`src/common/hsk_macros.svh`:
```
`ifndef HSK_MACROS_SVH
`define HSK_MACROS_SVH

////////////////////
// Serial timing
////////////////////

// Clock cycles per serial bit
`define HSK_BAUD_PERIOD 160
// Cycle within a bit where the slow SURF edge has settled
`define HSK_SAMPLE_POINT 120
// Start bit, 8 data bits, stop bit
`define HSK_FRAME_BITS 10

////////////////////
// Widths and depths
////////////////////

// Flops in each input synchronizer
`define HSK_SYNC_STAGES 2
// Crate bus byte counter width
`define HSK_COUNT_WIDTH 8

`endif

```
`src/common/hsk_pkg.sv`:
```
`include "hsk_macros.svh"

package hsk_pkg;

    // Frames seen going out on the crate bus
    // Wraps silently past the top count
    typedef logic [`HSK_COUNT_WIDTH-1:0] rx_bytes_t;

    // Frame tracking for the retimer and the byte counter
    typedef enum logic {
        FRAME_IDLE = 1'b0,
        FRAME_BUSY = 1'b1
    } frame_state_t;

endpackage

```
`src/verilog/uart_retime.sv`:
```
`timescale 1ns/1ps
`include "hsk_macros.svh"

module uart_retime
    import hsk_pkg::*;
(
    input  logic init_clk,
    input  logic rst_i,
    input  logic surf_tx_i,
    output logic surf_retimed_o
);

    localparam int CYC_W = $clog2(`HSK_BAUD_PERIOD);
    localparam int BIT_W = $clog2(`HSK_FRAME_BITS);

    // Open-drain line, slow rising edge
    logic [`HSK_SYNC_STAGES-1:0] surf_sync;
    logic                        surf_prev;
    logic                        surf_line;
    logic                        start_edge;

    frame_state_t                state;
    logic [CYC_W-1:0]            cyc_cnt;
    logic [BIT_W-1:0]            bit_cnt;

    assign surf_line  = surf_sync[`HSK_SYNC_STAGES-1];
    // Falling edges are fast, so the start bit is a clean reference
    assign start_edge = surf_prev & ~surf_line;

    // Input synchronizer plus one stage for the edge detect
    always_ff @(posedge init_clk) begin
        if (rst_i) begin
            surf_sync <= '1;
            surf_prev <= 1'b1;
        end else begin
            surf_sync <= {surf_sync[`HSK_SYNC_STAGES-2:0], surf_tx_i};
            surf_prev <= surf_line;
        end
    end

    ////////////////////
    // Bit timing
    ////////////////////

    // cyc_cnt holds cycles since the start edge, modulo one bit
    always_ff @(posedge init_clk) begin
        if (rst_i) begin
            state          <= FRAME_IDLE;
            cyc_cnt        <= '0;
            bit_cnt        <= '0;
            surf_retimed_o <= 1'b1;
        end else begin
            case (state)
                FRAME_IDLE: begin
                    surf_retimed_o <= 1'b1;
                    if (start_edge) begin
                        state   <= FRAME_BUSY;
                        cyc_cnt <= CYC_W'(1);
                        bit_cnt <= '0;
                    end
                end
                default: begin
                    // Advance one bit period
                    if (cyc_cnt == CYC_W'(`HSK_BAUD_PERIOD - 1)) begin
                        cyc_cnt <= '0;
                        bit_cnt <= bit_cnt + BIT_W'(1);
                    end else begin
                        cyc_cnt <= cyc_cnt + CYC_W'(1);
                    end
                    // Late sample, held until the next one
                    if (cyc_cnt == CYC_W'(`HSK_SAMPLE_POINT)) begin
                        if (bit_cnt == BIT_W'(`HSK_FRAME_BITS - 1)) begin
                            // Stop bit, force idle level even on a framing error
                            surf_retimed_o <= 1'b1;
                            state          <= FRAME_IDLE;
                        end else begin
                            surf_retimed_o <= surf_line;
                        end
                    end
                end
            endcase
        end
    end

    // Idle retimer never pulls the reply line low
    a_idle_high : assert property (
        @(posedge init_clk) disable iff (rst_i)
        (state == FRAME_IDLE) |-> surf_retimed_o
    );

endmodule

```
`src/verilog/hskbus_merge.sv`:
```
`timescale 1ns/1ps
`include "hsk_macros.svh"

module hskbus_merge
    import hsk_pkg::*;
(
    input  logic      init_clk,
    input  logic      rst_i,
    input  logic      hskbus_tx_i,
    output logic      hskbus_rx_o,
    input  logic      surf_retimed_i,
    output logic      surf_rx_o,
    input  logic      hsk_tx_i,
    output logic      hsk_rx_o,
    input  logic      crate_enable_user_i,
    input  logic      crate_enable_hsk_i,
    output rx_bytes_t hskbus_rx_bytes_o
);

    localparam int FRAME_CYCLES = `HSK_FRAME_BITS * `HSK_BAUD_PERIOD;
    localparam int BUSY_W       = $clog2(FRAME_CYCLES);

    // Either the user or the housekeeping processor can open the crate
    logic              crate_enable;
    logic              surf_reply;

    // Frame detector
    frame_state_t      fd_state;
    logic [BUSY_W-1:0] fd_cnt;
    logic              tx_prev;
    logic              tx_fall;

    assign crate_enable = crate_enable_user_i | crate_enable_hsk_i;
    // Closed crate looks like an idle SURF
    assign surf_reply   = crate_enable ? surf_retimed_i : 1'b1;
    assign tx_fall      = tx_prev & ~hskbus_tx_i;

    ////////////////////
    // Fan-out and merge
    ////////////////////

    always_ff @(posedge init_clk) begin
        if (rst_i) begin
            surf_rx_o   <= 1'b1;
            hsk_rx_o    <= 1'b1;
            hskbus_rx_o <= 1'b1;
        end else begin
            // Local processor always listens
            hsk_rx_o    <= hskbus_tx_i;
            surf_rx_o   <= crate_enable ? hskbus_tx_i : 1'b1;
            // Wired-AND of the idle-high replies
            hskbus_rx_o <= hsk_tx_i & surf_reply;
        end
    end

    ////////////////////
    // Byte counter
    ////////////////////

    // One count per start edge, then blind for a whole frame
    // so data bits do not retrigger
    always_ff @(posedge init_clk) begin
        if (rst_i) begin
            tx_prev           <= 1'b1;
            fd_state          <= FRAME_IDLE;
            fd_cnt            <= '0;
            hskbus_rx_bytes_o <= '0;
        end else begin
            tx_prev <= hskbus_tx_i;
            case (fd_state)
                FRAME_IDLE: begin
                    if (tx_fall) begin
                        fd_state          <= FRAME_BUSY;
                        fd_cnt            <= BUSY_W'(1);
                        hskbus_rx_bytes_o <= hskbus_rx_bytes_o + rx_bytes_t'(1);
                    end
                end
                default: begin
                    if (fd_cnt == BUSY_W'(FRAME_CYCLES - 1)) begin
                        fd_state <= FRAME_IDLE;
                        fd_cnt   <= '0;
                    end else begin
                        fd_cnt <= fd_cnt + BUSY_W'(1);
                    end
                end
            endcase
        end
    end

    // SURFs see an idle line one cycle after the crate closes
    a_surf_gated : assert property (
        @(posedge init_clk) disable iff (rst_i)
        !crate_enable |=> surf_rx_o
    );

endmodule

```
`src/verilog/uart_router.sv`:
```
`timescale 1ns/1ps
`include "hsk_macros.svh"

module uart_router (
    input  logic init_clk,
    input  logic rst_i,
    input  logic dbg_rx_i,
    output logic dbg_tx_o,
    input  logic trx_i,
    input  logic tctrl_b_i,
    output logic f_ttx_o,
    output logic boardman_rx_o,
    input  logic boardman_tx_i,
    input  logic hskbus_local_i,
    output logic hskbus_tx_o,
    input  logic hskbus_rx_i
);

    // Bit 0 dbg_rx, bit 1 trx, bit 2 tctrl_b
    logic [2:0] in_sync [`HSK_SYNC_STAGES];
    logic       dbg_rx_s;
    logic       trx_s;
    logic       tctrl_b_s;

    // External lines, all idle high
    always_ff @(posedge init_clk) begin
        if (rst_i) begin
            for (int i = 0; i < `HSK_SYNC_STAGES; i++) begin
                in_sync[i] <= '1;
            end
        end else begin
            in_sync[0] <= {tctrl_b_i, trx_i, dbg_rx_i};
            for (int i = 1; i < `HSK_SYNC_STAGES; i++) begin
                in_sync[i] <= in_sync[i-1];
            end
        end
    end

    assign dbg_rx_s  = in_sync[`HSK_SYNC_STAGES-1][0];
    assign trx_s     = in_sync[`HSK_SYNC_STAGES-1][1];
    assign tctrl_b_s = in_sync[`HSK_SYNC_STAGES-1][2];

    // Crate bus source, TURF only while it holds TCTRL_B low
    assign hskbus_tx_o = hskbus_local_i ? dbg_rx_s : (tctrl_b_s | trx_s);

    // Outward lines, detached paths park at idle
    always_ff @(posedge init_clk) begin
        if (rst_i) begin
            dbg_tx_o      <= 1'b1;
            boardman_rx_o <= 1'b1;
            f_ttx_o       <= 1'b1;
        end else begin
            dbg_tx_o      <= hskbus_local_i ? hskbus_rx_i : boardman_tx_i;
            boardman_rx_o <= hskbus_local_i ? 1'b1 : dbg_rx_s;
            f_ttx_o       <= hskbus_local_i ? 1'b1 : hskbus_rx_i;
        end
    end

    // TURF hears nothing while the debug port owns the bus
    a_local_turf_idle : assert property (
        @(posedge init_clk) disable iff (rst_i)
        hskbus_local_i |=> f_ttx_o
    );

endmodule

```
`src/verilog/hsk_uart_top.sv`:
```
`timescale 1ns/1ps

module hsk_uart_top
    import hsk_pkg::*;
(
    input  logic      init_clk,
    input  logic      rst_i,
    // Debug port
    input  logic      dbg_rx_i,
    output logic      dbg_tx_o,
    // TURF serial path
    input  logic      trx_i,
    input  logic      tctrl_b_i,
    output logic      f_ttx_o,
    // Board manager UART
    output logic      boardman_rx_o,
    input  logic      boardman_tx_i,
    // SURF crate lines
    input  logic      surf_tx_i,
    output logic      surf_rx_o,
    // Local housekeeping processor
    input  logic      hsk_tx_i,
    output logic      hsk_rx_o,
    // Mode controls
    input  logic      hskbus_local_i,
    input  logic      crate_enable_user_i,
    input  logic      crate_enable_hsk_i,
    output rx_bytes_t hskbus_rx_bytes_o
);

    // Toward the crate
    logic hskbus_tx;
    // Merged replies
    logic hskbus_rx;
    // SURF reply after late sampling
    logic surf_retimed;

    ////////////////////
    // Input side
    ////////////////////

    uart_retime u_retime (
        .init_clk       (init_clk),
        .rst_i          (rst_i),
        .surf_tx_i      (surf_tx_i),
        .surf_retimed_o (surf_retimed)
    );

    ////////////////////
    // Bus merge
    ////////////////////

    hskbus_merge u_merge (
        .init_clk            (init_clk),
        .rst_i               (rst_i),
        .hskbus_tx_i         (hskbus_tx),
        .hskbus_rx_o         (hskbus_rx),
        .surf_retimed_i      (surf_retimed),
        .surf_rx_o           (surf_rx_o),
        .hsk_tx_i            (hsk_tx_i),
        .hsk_rx_o            (hsk_rx_o),
        .crate_enable_user_i (crate_enable_user_i),
        .crate_enable_hsk_i  (crate_enable_hsk_i),
        .hskbus_rx_bytes_o   (hskbus_rx_bytes_o)
    );

    // Routing between debug, TURF and board manager
    uart_router u_router (
        .init_clk       (init_clk),
        .rst_i          (rst_i),
        .dbg_rx_i       (dbg_rx_i),
        .dbg_tx_o       (dbg_tx_o),
        .trx_i          (trx_i),
        .tctrl_b_i      (tctrl_b_i),
        .f_ttx_o        (f_ttx_o),
        .boardman_rx_o  (boardman_rx_o),
        .boardman_tx_i  (boardman_tx_i),
        .hskbus_local_i (hskbus_local_i),
        .hskbus_tx_o    (hskbus_tx),
        .hskbus_rx_i    (hskbus_rx)
    );

endmodule

```
`config.mk`:
```
export PLATFORM = sky130hd
export DESIGN_NAME = hsk_uart_top
export DESIGN_NICKNAME = d
export VERILOG_FILES = /design/src/common/hsk_pkg.sv /design/src/verilog/uart_retime.sv /design/src/verilog/hskbus_merge.sv /design/src/verilog/uart_router.sv /design/src/verilog/hsk_uart_top.sv
export VERILOG_INCLUDE_DIRS = /design/src /design/src/common
export SDC_FILE = /design/constraint.sdc
export NUM_CORES = 1
export LEC_CHECK = 0
export BUFFER_PORTS_ARGS = -buffer_cell sky130_fd_sc_hd__buf_4
export CELL_PAD_IN_SITES_DETAIL_PLACEMENT = 0
export CELL_PAD_IN_SITES_GLOBAL_PLACEMENT = 1
export CORE_ASPECT_RATIO = 1.1
export CORE_MARGIN = 4
export CORE_UTILIZATION = 44
export DETAILED_ROUTE_END_ITERATION = 10
export PLACE_DENSITY_LB_ADDON = 0.12
export SYNTH_ARGS = -nofsm -noshare
export SYNTH_HDL_FRONTEND = slang
export SYNTH_HIERARCHICAL = 1
export SYNTH_SLANG_ARGS = --single-unit
export TNS_END_PERCENT = 50
```
`constraint.sdc`:
```
create_clock -name init_clk -period 2.16 [get_ports init_clk]
set_input_delay 0.216 -clock init_clk [delete_from_list [all_inputs] [get_ports init_clk]]
set_output_delay 0.216 -clock init_clk [all_outputs]
set_load 0.02 [all_outputs]
```
# Yosys cells after proc, flatten, opt, wreduce, memory -nomap -nowiden
# Memory sizes are Yosys's and may differ from the RTL's.
# Index checks and enable logic that the tools add are counted.
[op_classes]
mux = 25
n_reduce_logical = 7
eq_ne = 5
addsub = 4
bitwise_logic = 12
[op_table]
columns = ["cell", "n"]
rows = [
  ["11-bit two-way mux", 3],
  ["8-bit two-way mux", 3],
  ["8-bit by 1-bit adder with 8-bit output, second input constant", 2],
  ["1-bit two-way mux", 14],
  ["4-bit two-way mux", 3],
  ["11-bit by 1-bit adder with 11-bit output, second input constant", 1],
  ["11-bit equality test, second input constant", 1],
  ["8-bit by 7-bit equality test with 1-bit output, second input constant", 1],
  ["8-bit equality test, second input constant", 1],
  ["3-bit two-way mux", 2],
  ["2-bit OR reduction", 3],
  ["1-bit inverter", 5],
  ["4-bit by 1-bit adder with 4-bit output, second input constant", 1],
  ["4-bit equality test, second input constant", 1],
  ["1-bit bitwise OR", 4],
  ["2-bit AND reduction", 2],
  ["2-bit nonzero test", 2],
  ["1-bit bitwise AND", 3],
  ["2-bit inequality test, second input constant", 1],
]
[word_totals]
n_memories = 1
output_inout_bits = 13
regBits = 43
wordCells = 69
mem_bits_rw = 6
[memory_table]
columns = ["memory", "words", "width", "rd", "rd_clocked_by_memory_dff", "wr", "line_no", "text"]
rows = [
  ["u_router.in_sync", 2, 3, 2, 0, 2, "uart_router.sv:20", "logic [2:0] in_sync [`HSK_SYNC_STAGES];"],
]

# Depth between registers and ports, before layout
# Gate-level depths: netlist (run 1).
[logic_depth]
depth_word = 6
mapped_depth = 6

# By module
# The synthesis (run 1) kept the hierarchy.
[by_module_without_submodules]
columns = ["module", "n_inst", "cells_per_inst", "area_each_um2"]
rows = [
  ["hskbus_merge", 1, 118, 1086.0],
  ["uart_retime", 1, 95, 829.5],
  ["uart_router", 1, 22, 257.7],
]

# Worst setup path before layout (run 1)
# Ideal clock, no wire load.
[synth_path]
path_type = "flip-flop to flip-flop"
startpoint = "register u_retime.cyc_cnt[1]"
endpoint = "register u_retime.bit_cnt[3]"
arrival_time_ns = 1.528
stages_incl_launch_ff = 7
slack_ns = 0.561
n_path_buf = 1
t_required_ns = 2.090
setup_ns = 0.070
path_cell_list = "dfxtp_1 -> ha_1 -> and4_1 -> buf_4 -> nand2_2 -> or4b_1 -> a21oi_1"
[synth_via]
elab_chain_len = 3
[synth_rtl]
columns = ["item", "line_no", "text"]
rows = [
  ["start, declared", "uart_retime.sv:23", "logic [CYC_W-1:0] cyc_cnt;"],
  ["start signal, assigned", "uart_retime.sv:68", "cyc_cnt <= cyc_cnt + CYC_W'(1);"],
  ["8-bit equality test", "uart_retime.sv:64", "if (cyc_cnt == CYC_W'(`HSK_BAUD_PERIOD - 1)) begin"],
  ["2-bit inequality test (no source line)", "n/a", ""],
  ["2-bit AND reduction (no source line)", "n/a", ""],
  ["end signal, assigned", "uart_retime.sv:66", "bit_cnt <= bit_cnt + BIT_W'(1);"],
  ["end, declared", "uart_retime.sv:24", "logic [BIT_W-1:0] bit_cnt;"],
]
# No other way between the ends.
# A chain may end at the register's enable or synchronous reset.

# Worst setup path after layout (run 1)
# Ends and elaborated chain as after synthesis.

==> impl_results.md, run 1 <==
* Congestion Overflow GR at 0
* Synth area leader: dfxtp_1
* Leak pwr at roughly 0.94 nW
* GRT Overall Usage at between 15 and 20%
* Routability cong. at about 0.78
* Compound-Gate Fraction of Synth Area at between 10% and 20%
* Hold_sp: trx_i
* First-pass GRT wire length at approximately 7.5 mm
* Filler cell count at ~460
* Outcome: finished, final reports clean
* Number of global-route vias before repair at around 1,700
* Hold_buf cts at 0
* CTS clk-pin slew, worst paths at approximately 0.090 ns
* Die width at 75.01 um
* Post-CTS Setup Repair Bufs at 0
* Reg-to-Reg Start: u_retime/cyc_cnt[1]
* Synth Area in XOR/XNOR at under 10%
* I/O Buffers at 23
* Crit path required time at ~2.4 ns
* Cells after Synth at about 240
* Worst min path class: input pin to flop
* Main flop type after synthesis: dfxtp_1
* Initial DRC count at 93
* PwrDens at roughly 650 mW/mm^2
* Post-synthesis cell type count at 52
* Crit-path max FO at 8
* DR vias at around 1,700
* Synth Area in Simple Gates at 26.08%
* Worst R2R Setup Slack at around 0.35 ns
* FF-to-FF End: u_retime/bit_cnt[3]
* Mean Syn Cell Area at just over 9 sq um
* RSZ-0062 raised after global routing: no
* Share of cells above drive strength 1 at 19.92%
* EDFF count, synth at 0
* Adder-cell share of the synthesized area at 3.454%
* Synthesis-to-layout area growth at 13.76%
* Startpoint Class: flop
* Multiplexer area fraction after synthesis at less than 1%
* Total power at around 1.6 mW
* CP Class: flop to flop
* CTS tree: yes
* Sink of the worst hold path: u_router/in_sync[0][1]
* Core Footprint at approximately 0.0047 sq mm
* Slew @ Worst Pin at just over 0.6 ns
* Final Hold Vio Count at 0
* Vias per inst at 5.423
* Drt pass-1 iters at 4
* Post-DP HPWL at 2.967 mm
* Area contributors post-synth: dfxtp_1 45%, a21oi_1 3.7%, ha_1 3.5%
* Worst hold stages at 2
* Die area at roughly 0.0061 sq mm
* Mapped cell area at ~0.0022 sq mm
* CTS sink cnt at between 40 and 50
* Die height at just over 80 um
* Final-stage net count at about 280
* Clock Latency Late Sink at about 0.30 ns
* DRC viols at 0
* Crit end category: flop
* Main combinational cell family by area after synthesis: simple AND/OR/NAND/NOR gates
* Initial Utilization at between 40 and 50%
* Register Area at about 980 sq um
* FF-to-FF path depth at 5
* Period utilization at between 80% and 90%
* CTS H-tree lvls at 2
* Clk Tree Root Cell: clkbuf_8
* Final setup violation count at 0
* Flops & latches, synth at between 40 and 50
* Yosys Warn Count at 6
* Largest net degree at the start of global routing at 27
* DR WL/cell at between 10 and 15 um
* Worst-case vdd ir drop at 0.3876 mV
* Initial antenna violation count at 0
* Post-CTS sizing at 0
* Synth async-reset ratio at 0%
* Total CTS buffers at 5
* Skew final at 0.004887 ns
* Fmax at ~550 MHz
* Setup_tns at 0 ns
* Post-Route WL at roughly 4.1 mm
* Max-slew violations at 0
* Maxcap violations at 0
* Routed Antenna Nets at 0
* Placement row count at 26
* Post-synthesis sequential area ratio at 45.14%
* I/O Pins at 24
* Final min period at 1.809 ns
* Number of diodes at 0
* Relative slew slack at between 50% and 60%
* Arrival time at the worst endpoint at between 2 and 2.5 ns
* Clock Tree Buf Depth at 2
* Crit path from: u_retime/cyc_cnt[1]
* Multi-input logic area at approximately 0.0011 sq mm
* Post-synth top area share at 45.14%
* Syn Nets at between 200 and 300
-- worst max path at each step --
| stage | cells after the start | endpoint |
|---|---|---|
| 2_1_floorplan | 6 | u_retime/bit_cnt[3] |
| 3_3_place_gp | 5 | u_retime/bit_cnt[3] |
| 3_5_place_dp | 5 | u_retime/bit_cnt[3] |
| 4_1_cts | 5 | u_retime/bit_cnt[3] |
| 5_1_grt | 5 | u_retime/bit_cnt[3] |
| 6_report | 5 | u_retime/bit_cnt[3] |
-- metal layers --
metal | track usage [%] | share of wire, % | wire (um)
met1 | 19.59 | 46 | 1884
met2 | 25.96 | 48 | 1995
met3 | 3.672 | 3.9 | 161
met4 | 5.872 | 1.8 | 75
met5 | 0 | 0 | 0
-- worst max-delay path, stage by stage (launching register included) --
cell	delay, ns
dfxtp_1	0.40
ha_1	0.23
and4_1	0.38
nand2_2	0.12
or4b_1	0.47
a21oi_1	0.14
-- cells in the mapped netlist, types with 2 or more instances --
| master | count |
|---|---|
| a211oi_1 | 2 |
| a21oi_1 | 16 |
| a22o_2 | 2 |
| a31oi_1 | 7 |
| a41oi_1 | 2 |
| and3_1 | 3 |
| and3_2 | 3 |
| and4_1 | 2 |
| buf_6 | 3 |
| clkbuf_1 | 4 |
| dfxtp_1 | 49 |
| ha_1 | 6 |
| inv_1 | 7 |
| mux2i_1 | 2 |
| nand2_1 | 14 |
| nand2b_1 | 3 |
| nand3_1 | 10 |
| nand4_1 | 5 |
| nand4b_1 | 2 |
| nor2_1 | 18 |
| nor2b_1 | 2 |
| nor3_1 | 4 |
| nor4_1 | 3 |
| o21ai_0 | 13 |
| o31ai_1 | 3 |
| or2_1 | 6 |
| or2_2 | 6 |
| or3_1 | 6 |
| or3b_2 | 2 |
| xnor2_1 | 2 |
| xor2_1 | 7 |
-- cells in the final DEF (no fill, tap or decap), drive strengths merged, types with 3 or more instances in the layout --
cell type / netlist / layout
dfxtp: 49 / 49
buf: 4 / 26
nor2: 18 / 18
a21oi: 16 / 16
nand2: 15 / 15
o21ai: 13 / 13
or2: 12 / 12
nand3: 10 / 10
inv: 7 / 8
xor2: 7 / 7
a31oi: 7 / 7
ha: 6 / 6
or3: 6 / 6
and3: 6 / 6
clkbuf: 4 / 5
nand4: 5 / 5
nor3: 4 / 4
o31ai: 3 / 3
nor4: 3 / 3
nand2b: 3 / 3
a22o: 3 / 3
nor3b: 3 / 3
-- kinds of logic after synthesis --
logic type,after synthesis
AND/OR/NAND/NOR,98
multiplexers,2
buffers and inverters,15
XOR/XNOR,9
AO/OA/AOI/OAI,56
adder cells (fa/ha/maj),6
flip-flops,49
-- where the power goes --
| group | internal [mW] | total [mW] | switching, mW |
|---|---|---|---|
| Sequential | 0.926 | 0.945 | 0.0198 |
| Combinational | 0.0589 | 0.128 | 0.0695 |
| Clock | 0.230 | 0.542 | 0.312 |
-- registers in the layout, summed over array words and instances, names as in the netlist --
name                       cells
u_router/dbg_tx_o              1
u_merge/tx_prev                1
u_router/boardman_rx_o         1
u_retime/state                 1
u_retime/surf_prev             1
u_retime/bit_cnt               4
u_merge/hskbus_rx_bytes_o      8
u_retime/surf_retimed_o        1
u_merge/surf_rx_o              1
u_merge/fd_state               1
u_merge/fd_cnt                11
u_router/in_sync               6
u_router/f_ttx_o               1
u_retime/cyc_cnt               8
u_retime/surf_sync             2
u_merge/hskbus_rx_o            1
-- stage by stage --
step           instance area [sq um]  setup WS [ns]  hold WS (ns)  instances  utilization, %
2_1_floorplan                   2173         0.5613        0.3104        235               -
4_1_cts                         2472         0.3719       0.07417        317           52.41
6_report                        2472         0.3510       0.08997        317           52.41
3_3_place_gp                    2382         0.4302        0.3903        309           50.50
3_5_place_dp                    2382         0.3835        0.3886        309           50.50
5_1_grt                         2472         0.1931       0.07508        317           52.41
-- area by class of cell --
class,instances,area share [%]
Multi-Input combinational cell,171,44.89
Sequential cell,49,39.68
Timing Repair Buffer,26,7.895
Tap cell,56,2.834
Clock buffer,5,2.783
Inverter,7,1.063
Clock inverter,3,0.8603
No activity file was read; power rests on OpenSTA's default activity.
==> inputs of run 2 (changes only) <==
Settings changed: CORE_UTILIZATION 44 to 40.
Clock period 2.16 ns to 1.6 ns, I/O delays scaled along.
==> run 2 against run 1 <==
Effect of this change: power rose by 58%; final cell count grew 13%; sequential share of layout area fell by 4.3 points; cell area up 12%; combinational power up 67%; first-iteration DRC count fell by 7.5%; clock skew down 0.00072 ns; global-route usage decreased by 0.88 points; die area up 9.0%; sequential cell count did not move; largest cell class unchanged.
==> impl_results.md, run 2 (same netlist as run 1, synthesis figures left out) <==
* RSZ-0062 raised after global routing: yes
* Arrival time at the worst endpoint at approximately 1.8 ns
* Synthesis-to-layout area growth at 27.86%
* Clock Tree Buf Depth at 2
* Clock power share at 41.6%
* Outcome: finished, final reports clean
* PwrDens at just over 900 mW/mm^2
* Crit path buf inv count at 0
* Psw at 0.5638 mW
* Final min period at ~1.6 ns
* Reg-to-Reg Start: u_merge/fd_cnt[6]
* Worst-case vdd ir drop at between 0.6 and 0.7 mV
* Sink of the worst hold path: u_router/in_sync[0][2]
* Crit path required time at roughly 1.8 ns
* Die height at around 85 um
* Switching share of power at between 20 and 25%
* Most flops, register: u_merge/fd_cnt
* Max-slew violations at 0
* Comb pwr share at under 10%
* CTS clk-pin slew, worst paths at 0.09 ns
* DRC viols at 0
* I/O Buffers at 23
* CTS tree: yes
* Startpoint Class: flop
* Setup_tns at 0 ns
* Max reg flops at 11
* Vias per inst at roughly 5.1
* DR vias at around 1,800
* Worst min path class: input pin to flop
* Commonest non-fill, non-tap cell in the layout: buf_4
* Congestion Overflow GR at 0
* Drt pass-1 iters at 4
* Share of cells above drive strength 1 at ~31%
* Flop pwr share at between 50% and 60%
* Placed Cells at about 350
* Final-stage net count at approximately 300
* Layout Cells excl Fill at 358
* Clk Tree Root Cell: clkbuf_8
* Maxcap violations at 0
* Delay of the slowest critical-path stage at 0.56 ns
* GRT Overall Usage at about 15%
* Final Hold Vio Count at 0
* Initial DRC count at 86
* Critical-path cell with the highest stage delay: or4b_4
* Initial antenna violation count at 0
* Total power at 2.549 mW
* I/O Pins at 24
* CTS H-tree lvls at 2
* Hold_buf cts at 0
* Worst hold stages at 2
* CP Class: flop to flop
* Leak pwr at 1.102 nW
* FF-to-FF End: u_merge/fd_cnt[1]
* Routability cong. at slightly below 0.8
* Met1 WL at ~2.2 mm
* Post-DP HPWL at ~3.3 mm
* Core Footprint at 0.005135 sq mm
* Worst R2R Setup Slack at approximately 0.047 ns
* Number of diodes at 0
* Slew @ Worst Pin at ~0.50 ns
* FF-to-FF path depth at 3
* Fmax at 644.0 MHz
* Largest net degree at the start of global routing at 23
* CP delay by family, top: compound AO/OA/AOI/OAI gates
* Clock Latency Late Sink at roughly 0.30 ns
* DR WL/cell at 12.85 um
* Skew final at between 0.004 and 0.005 ns
* Post-Route WL at 4.600 mm
* Top Registers: u_merge/fd_cnt (11), u_merge/hskbus_rx_bytes_o (8), u_retime/cyc_cnt (8)
* Max layer used: met4
* Cell Chain, Critical Path: or4b_4 -> o311a_4 -> a22o_2
* CTS sink cnt at a little under 50
* Commonest cells after routing, fill and taps aside: 51 x buf_4, 47 x dfxtp_1, 18 x nor2_1, 14 x nand2_1, 13 x a21oi_1
* Total CTS buffers at 5
* First-pass GRT wire length at ~8 mm
* Relative slew slack at about two thirds
* Initial Utilization at 42.32%
* Met3 routed WL at 150 um
* P_int at just under 2 mW
* Crit-path max FO at 5
* Period utilization at between 90 and 100%
* Metal2 WL at around 2.2 mm
* Die area at roughly 0.0067 sq mm
* Final setup violation count at 0
* Hold_sp: tctrl_b_i
* Placement row count at 27
* Crit end category: flop
* Die width at about 78 um
* Routed Antenna Nets at 0
* Number of global-route vias before repair at approximately 1,700
[run 2: repair_timing]
action / in CTS / in global routing
setup buffers: 0 / 1
pin swaps: 1 / 1
endpoints found under the setup margin: 1 / 25
resized for setup: 0 / 15
[run 2: worst max-delay path by stage]
| stage | slack [ns] | from | endpoint | cells after the start |
|---|---|---|---|---|
| finish | 0.05 | u_merge/fd_cnt[6] | u_merge/fd_cnt[1] | 3 |
| global route | -0.01 | u_merge/fd_cnt[1] | u_merge/fd_cnt[4] | 5 |
| CTS | 0.01 | u_retime/cyc_cnt[0] | u_retime/bit_cnt[2] | 6 |
| detailed placement | 0.01 | u_merge/fd_cnt[6] | u_merge/fd_cnt[5] | 4 |
| global placement | 0.03 | u_merge/fd_cnt[6] | u_merge/fd_cnt[5] | 4 |
| floorplan | 0.001 | u_retime/cyc_cnt[1] | u_retime/bit_cnt[3] | 6 |
[run 2: stage by stage]
stage | setup slack, ns | utilization [%] | instance area, sq um | hold WS (ns)
floorplan | 0.001287 | - | 2173 | 0.2544
global placement | 0.02887 | 50.29 | 2582 | 0.3381
detailed placement | 0.01360 | 50.29 | 2582 | 0.3405
CTS | 0.009888 | 52.97 | 2720 | 0.01662
global route | -0.01220 | 54.12 | 2779 | 0.004665
finish | 0.04732 | 54.12 | 2779 | 0.02779
[run 2: power groups by stage]
stage	logic (mW)	clock network [mW]	registers (mW)
after floorplan	0.110	0	1.30
after global placement	0.207	0	1.30
after detailed placement	0.208	0	1.30
after CTS	0.208	1.10	1.27
after global routing	0.241	1.15	1.28
final	0.214	1.06	1.28
[run 2: final cells by class]
cell class                 instances  area (sq um)
clock inverter                     3         68.82
timing repair buffer              51         382.9
sequential                        49         983.4
fill                             493          2356
inverter                           7         26.28
clock buffer                       5         68.82
multi-input combinational        171          1159
tap                               72         90.09
[run 2: routing by layer]
layer / vias to the layer above / GRT usage (%)
met5: - / 0
met4: 0 / 5.723
met3: 6 / 3.503
met2: 22 / 23.99
met1: 844 / 18.96
li1: 951 / -
==> inputs of run 3 (changes only) <==
Settings changed: ABC_AREA set to 1, CORE_UTILIZATION 40 to 38.
==> run 3 against run 2 <==
Effect of this change: routed wire length increased by 4.4%; non-clock buffer count down 24; sequential share of layout area is 1.0 points higher; global-route usage grew 0.39 points; critical path type unchanged.
==> impl_results.md, run 3 <==
* Synthesis-to-layout area growth at 17.70%
* Post-CTS sizing at 0
* Layout Cells excl Fill at approximately 420
* Share of cells above drive strength 1 at roughly a fifth
* Reg-to-Reg Start: u_merge/fd_cnt[1]
* Total power at ~2.4 mW
* Total CTS buffers at 5
* Period utilization at a little under nine tenths
* Worst-case vdd ir drop at between 0.3 and 0.4 mV
* PwrDens at approximately 900 mW/mm^2
* P_int at between 1.5 and 2 mW
* Startpoint Class: flop
* Initial antenna violation count at 0
* Number of global-route vias before repair at 1,877
* DR vias at 1,971
* Routability cong. at around 0.75
* Post-synthesis cell type count at 31
* Placement row count at 29
* Most flops, register: u_merge/fd_cnt
* CP delay by family, top: simple AND/OR/NAND/NOR gates
* Drt pass-1 iters at 4
* Synth async-reset ratio at 0%
* CTS sink cnt at 49
* Initial DRC count at slightly below 70
* Largest net degree at the start of global routing at 26
* Routed Antenna Nets at 0
* Placed cell area at about 0.0026 sq mm
* Top Registers: u_merge/fd_cnt (11), u_merge/hskbus_rx_bytes_o (8), u_retime/cyc_cnt (8)
* Flop pwr share at 53.8%
* Die width at between 80 and 90 um
* Arrival time at the worst endpoint at 1.62 ns
* Final min period at 1.369 ns
* Post-Route WL at 4.803 mm
* Relative slew slack at around 78%
* Skew final at 0.006798 ns
* Post-synth top area share at between 40% and 50%
* CP Class: flop to flop
* Placed Cells at 416
* Maxcap violations at 0
* Area contributors post-synth: dfxtp_1 43%, nand2_1 13%, inv_1 5.6%
* Hold_buf cts at 0
* Max-slew violations at 0
* Final Hold Vio Count at 0
* Max reg flops at 11
* Final-stage net count at 363
* Fmax at about 730 MHz
* CTS tree: yes
* GRT Overall Usage at between 10% and 20%
* Flops & latches, synth at 49
* Commonest cells post-synth: 80 x nand2_1, 49 x dfxtp_1, 34 x inv_1, 29 x nor2_1, 25 x a21oi_1
* I/O Buffers at 23
* EDFF count, synth at 0
* Clk Tree Root Cell: clkbuf_8
* Cell Chain, Critical Path: ha_1 -> nand2_1 -> nor2_1 -> a21oi_1 -> nand3b_1 -> a21oi_1
* Cells after Synth at around 320
* Final worst slack at about 0.23 ns
* Setup_tns at 0 ns
* Most used cell, CP: a21oi_1
* Clock Latency Late Sink at 0.31 ns
* Critical-path cell with the highest stage delay: dfxtp_1
* Syn Nets at 333
* Clock power share at between 30% and 40%
* Core Footprint at between 0.005 and 0.006 sq mm
* CTS H-tree lvls at 2
* First-pass GRT wire length at approximately 8.6 mm
* Post-CTS Setup Repair Bufs at 0
* Setup WS pre-CTS at around 0.20 ns
* Slew @ Worst Pin at about 0.33 ns
* CTS clk-pin slew, worst paths at ~0.09 ns
* RSZ-0062 raised after global routing: no
* Comb pwr share at 7.9%
* Initial Utilization at 39.44%
* Commonest cells after routing, fill and taps aside: 79 x nand2_1, 49 x dfxtp_1, 34 x inv_1, 27 x buf_4, 27 x nor2_1
* Crit path from: u_merge/fd_cnt[1]
* Vias per inst at ~4.6
* Delay of the slowest critical-path stage at 0.37 ns
* Crit end category: flop
* DRC viols at 0
* Final Cell Area at approximately 0.0027 sq mm
* Mapped cell area at 0.002290 sq mm
* Yosys Warn Count at 6
* Psw at approximately 0.57 mW
* Crit path required time at 1.85 ns
* Number of diodes at 0
* Switching share of power at between 20% and 30%
* Crit-path max FO at 5
* Main flop type after synthesis: dfxtp_1
* Post-synthesis sequential area ratio at roughly 43%
* Worst min path class: input pin to flop
* Mean Syn Cell Area at between 7 and 8 sq um
* Commonest non-fill, non-tap cell in the layout: nand2_1
* Die height at approximately 90 um
* Most frequent cell after synthesis: nand2_1
* Hold_sp: dbg_rx_i
* Congestion Overflow GR at 0
* I/O Pins at 24
* Crit path buf inv count at 0
* Outcome: finished, final reports clean
* Die area at between 0.007 and 0.008 sq mm
* Synth area leader: dfxtp_1
* DR WL/cell at around 11 um
* Clock Tree Buf Depth at 2
* Final setup violation count at 0
* Leak pwr at 1.060 nW
* Post-DP HPWL at about 3.6 mm
run 3: logic make-up after synthesis:
family / after synthesis / share of synthesized area [%]
AOI/OAI and AO/OA: 45 / 10.82
adders and majority gates: 6 / 3.279
DFF: 49 / 42.84
buffers and inverters: 42 / 7.486
and+or+nand+nor: 170 / 34.04
xor gates and xnor gates: 4 / 1.530
run 3: worst paths after layout:
kind | end | slack (ns) | cells after the start
setup / recovery | u_merge/fd_cnt[8] | 0.23 | 6
hold / removal | u_router/in_sync[0][0] | 0.02 | 2
setup reg to reg | u_merge/fd_cnt[8] | 0.23 | 6
hold reg to reg | u_router/in_sync[0][3] | 0.41 | 1
run 3: layer usage:
metal  vias up  track usage [%]  wire, um
li1       1062                -         -
met2        15            26.97      2436
met3         6            3.427       130
met5         -                0         0
met4         0            5.891        80
met1       888            17.57      2155
run 3: per-stage QoR:
step	hold WS, ns	utilization (%)
6_report	0.02380	46.42
5_1_grt	0.02410	46.42
4_1_cts	0.01255	46.16
3_5_place_dp	0.3437	44.18
3_3_place_gp	0.3381	44.18
2_1_floorplan	0.2387	-
run 3: power by group through the flow:
| stage | Combinational [mW] | Sequential [mW] | Clock [mW] |
|---|---|---|---|
| after global routing | 0.216 | 1.27 | 0.984 |
| after floorplan | 0.105 | 1.30 | 0 |
| after global placement | 0.187 | 1.30 | 0 |
| after CTS | 0.188 | 1.27 | 0.941 |
| final | 0.187 | 1.27 | 0.901 |
| after detailed placement | 0.187 | 1.30 | 0 |
run 3: final cells by class:
class / count / area (sq um)
fillers: 620 / 3110
multi-input cells: 225 / 1150
flip-flops and latches: 49 / 980.9
repair buffers: 27 / 202.7
inverters: 38 / 150.1
well taps: 77 / 96.34
clock buffers: 5 / 68.82
clock inverters: 3 / 46.29
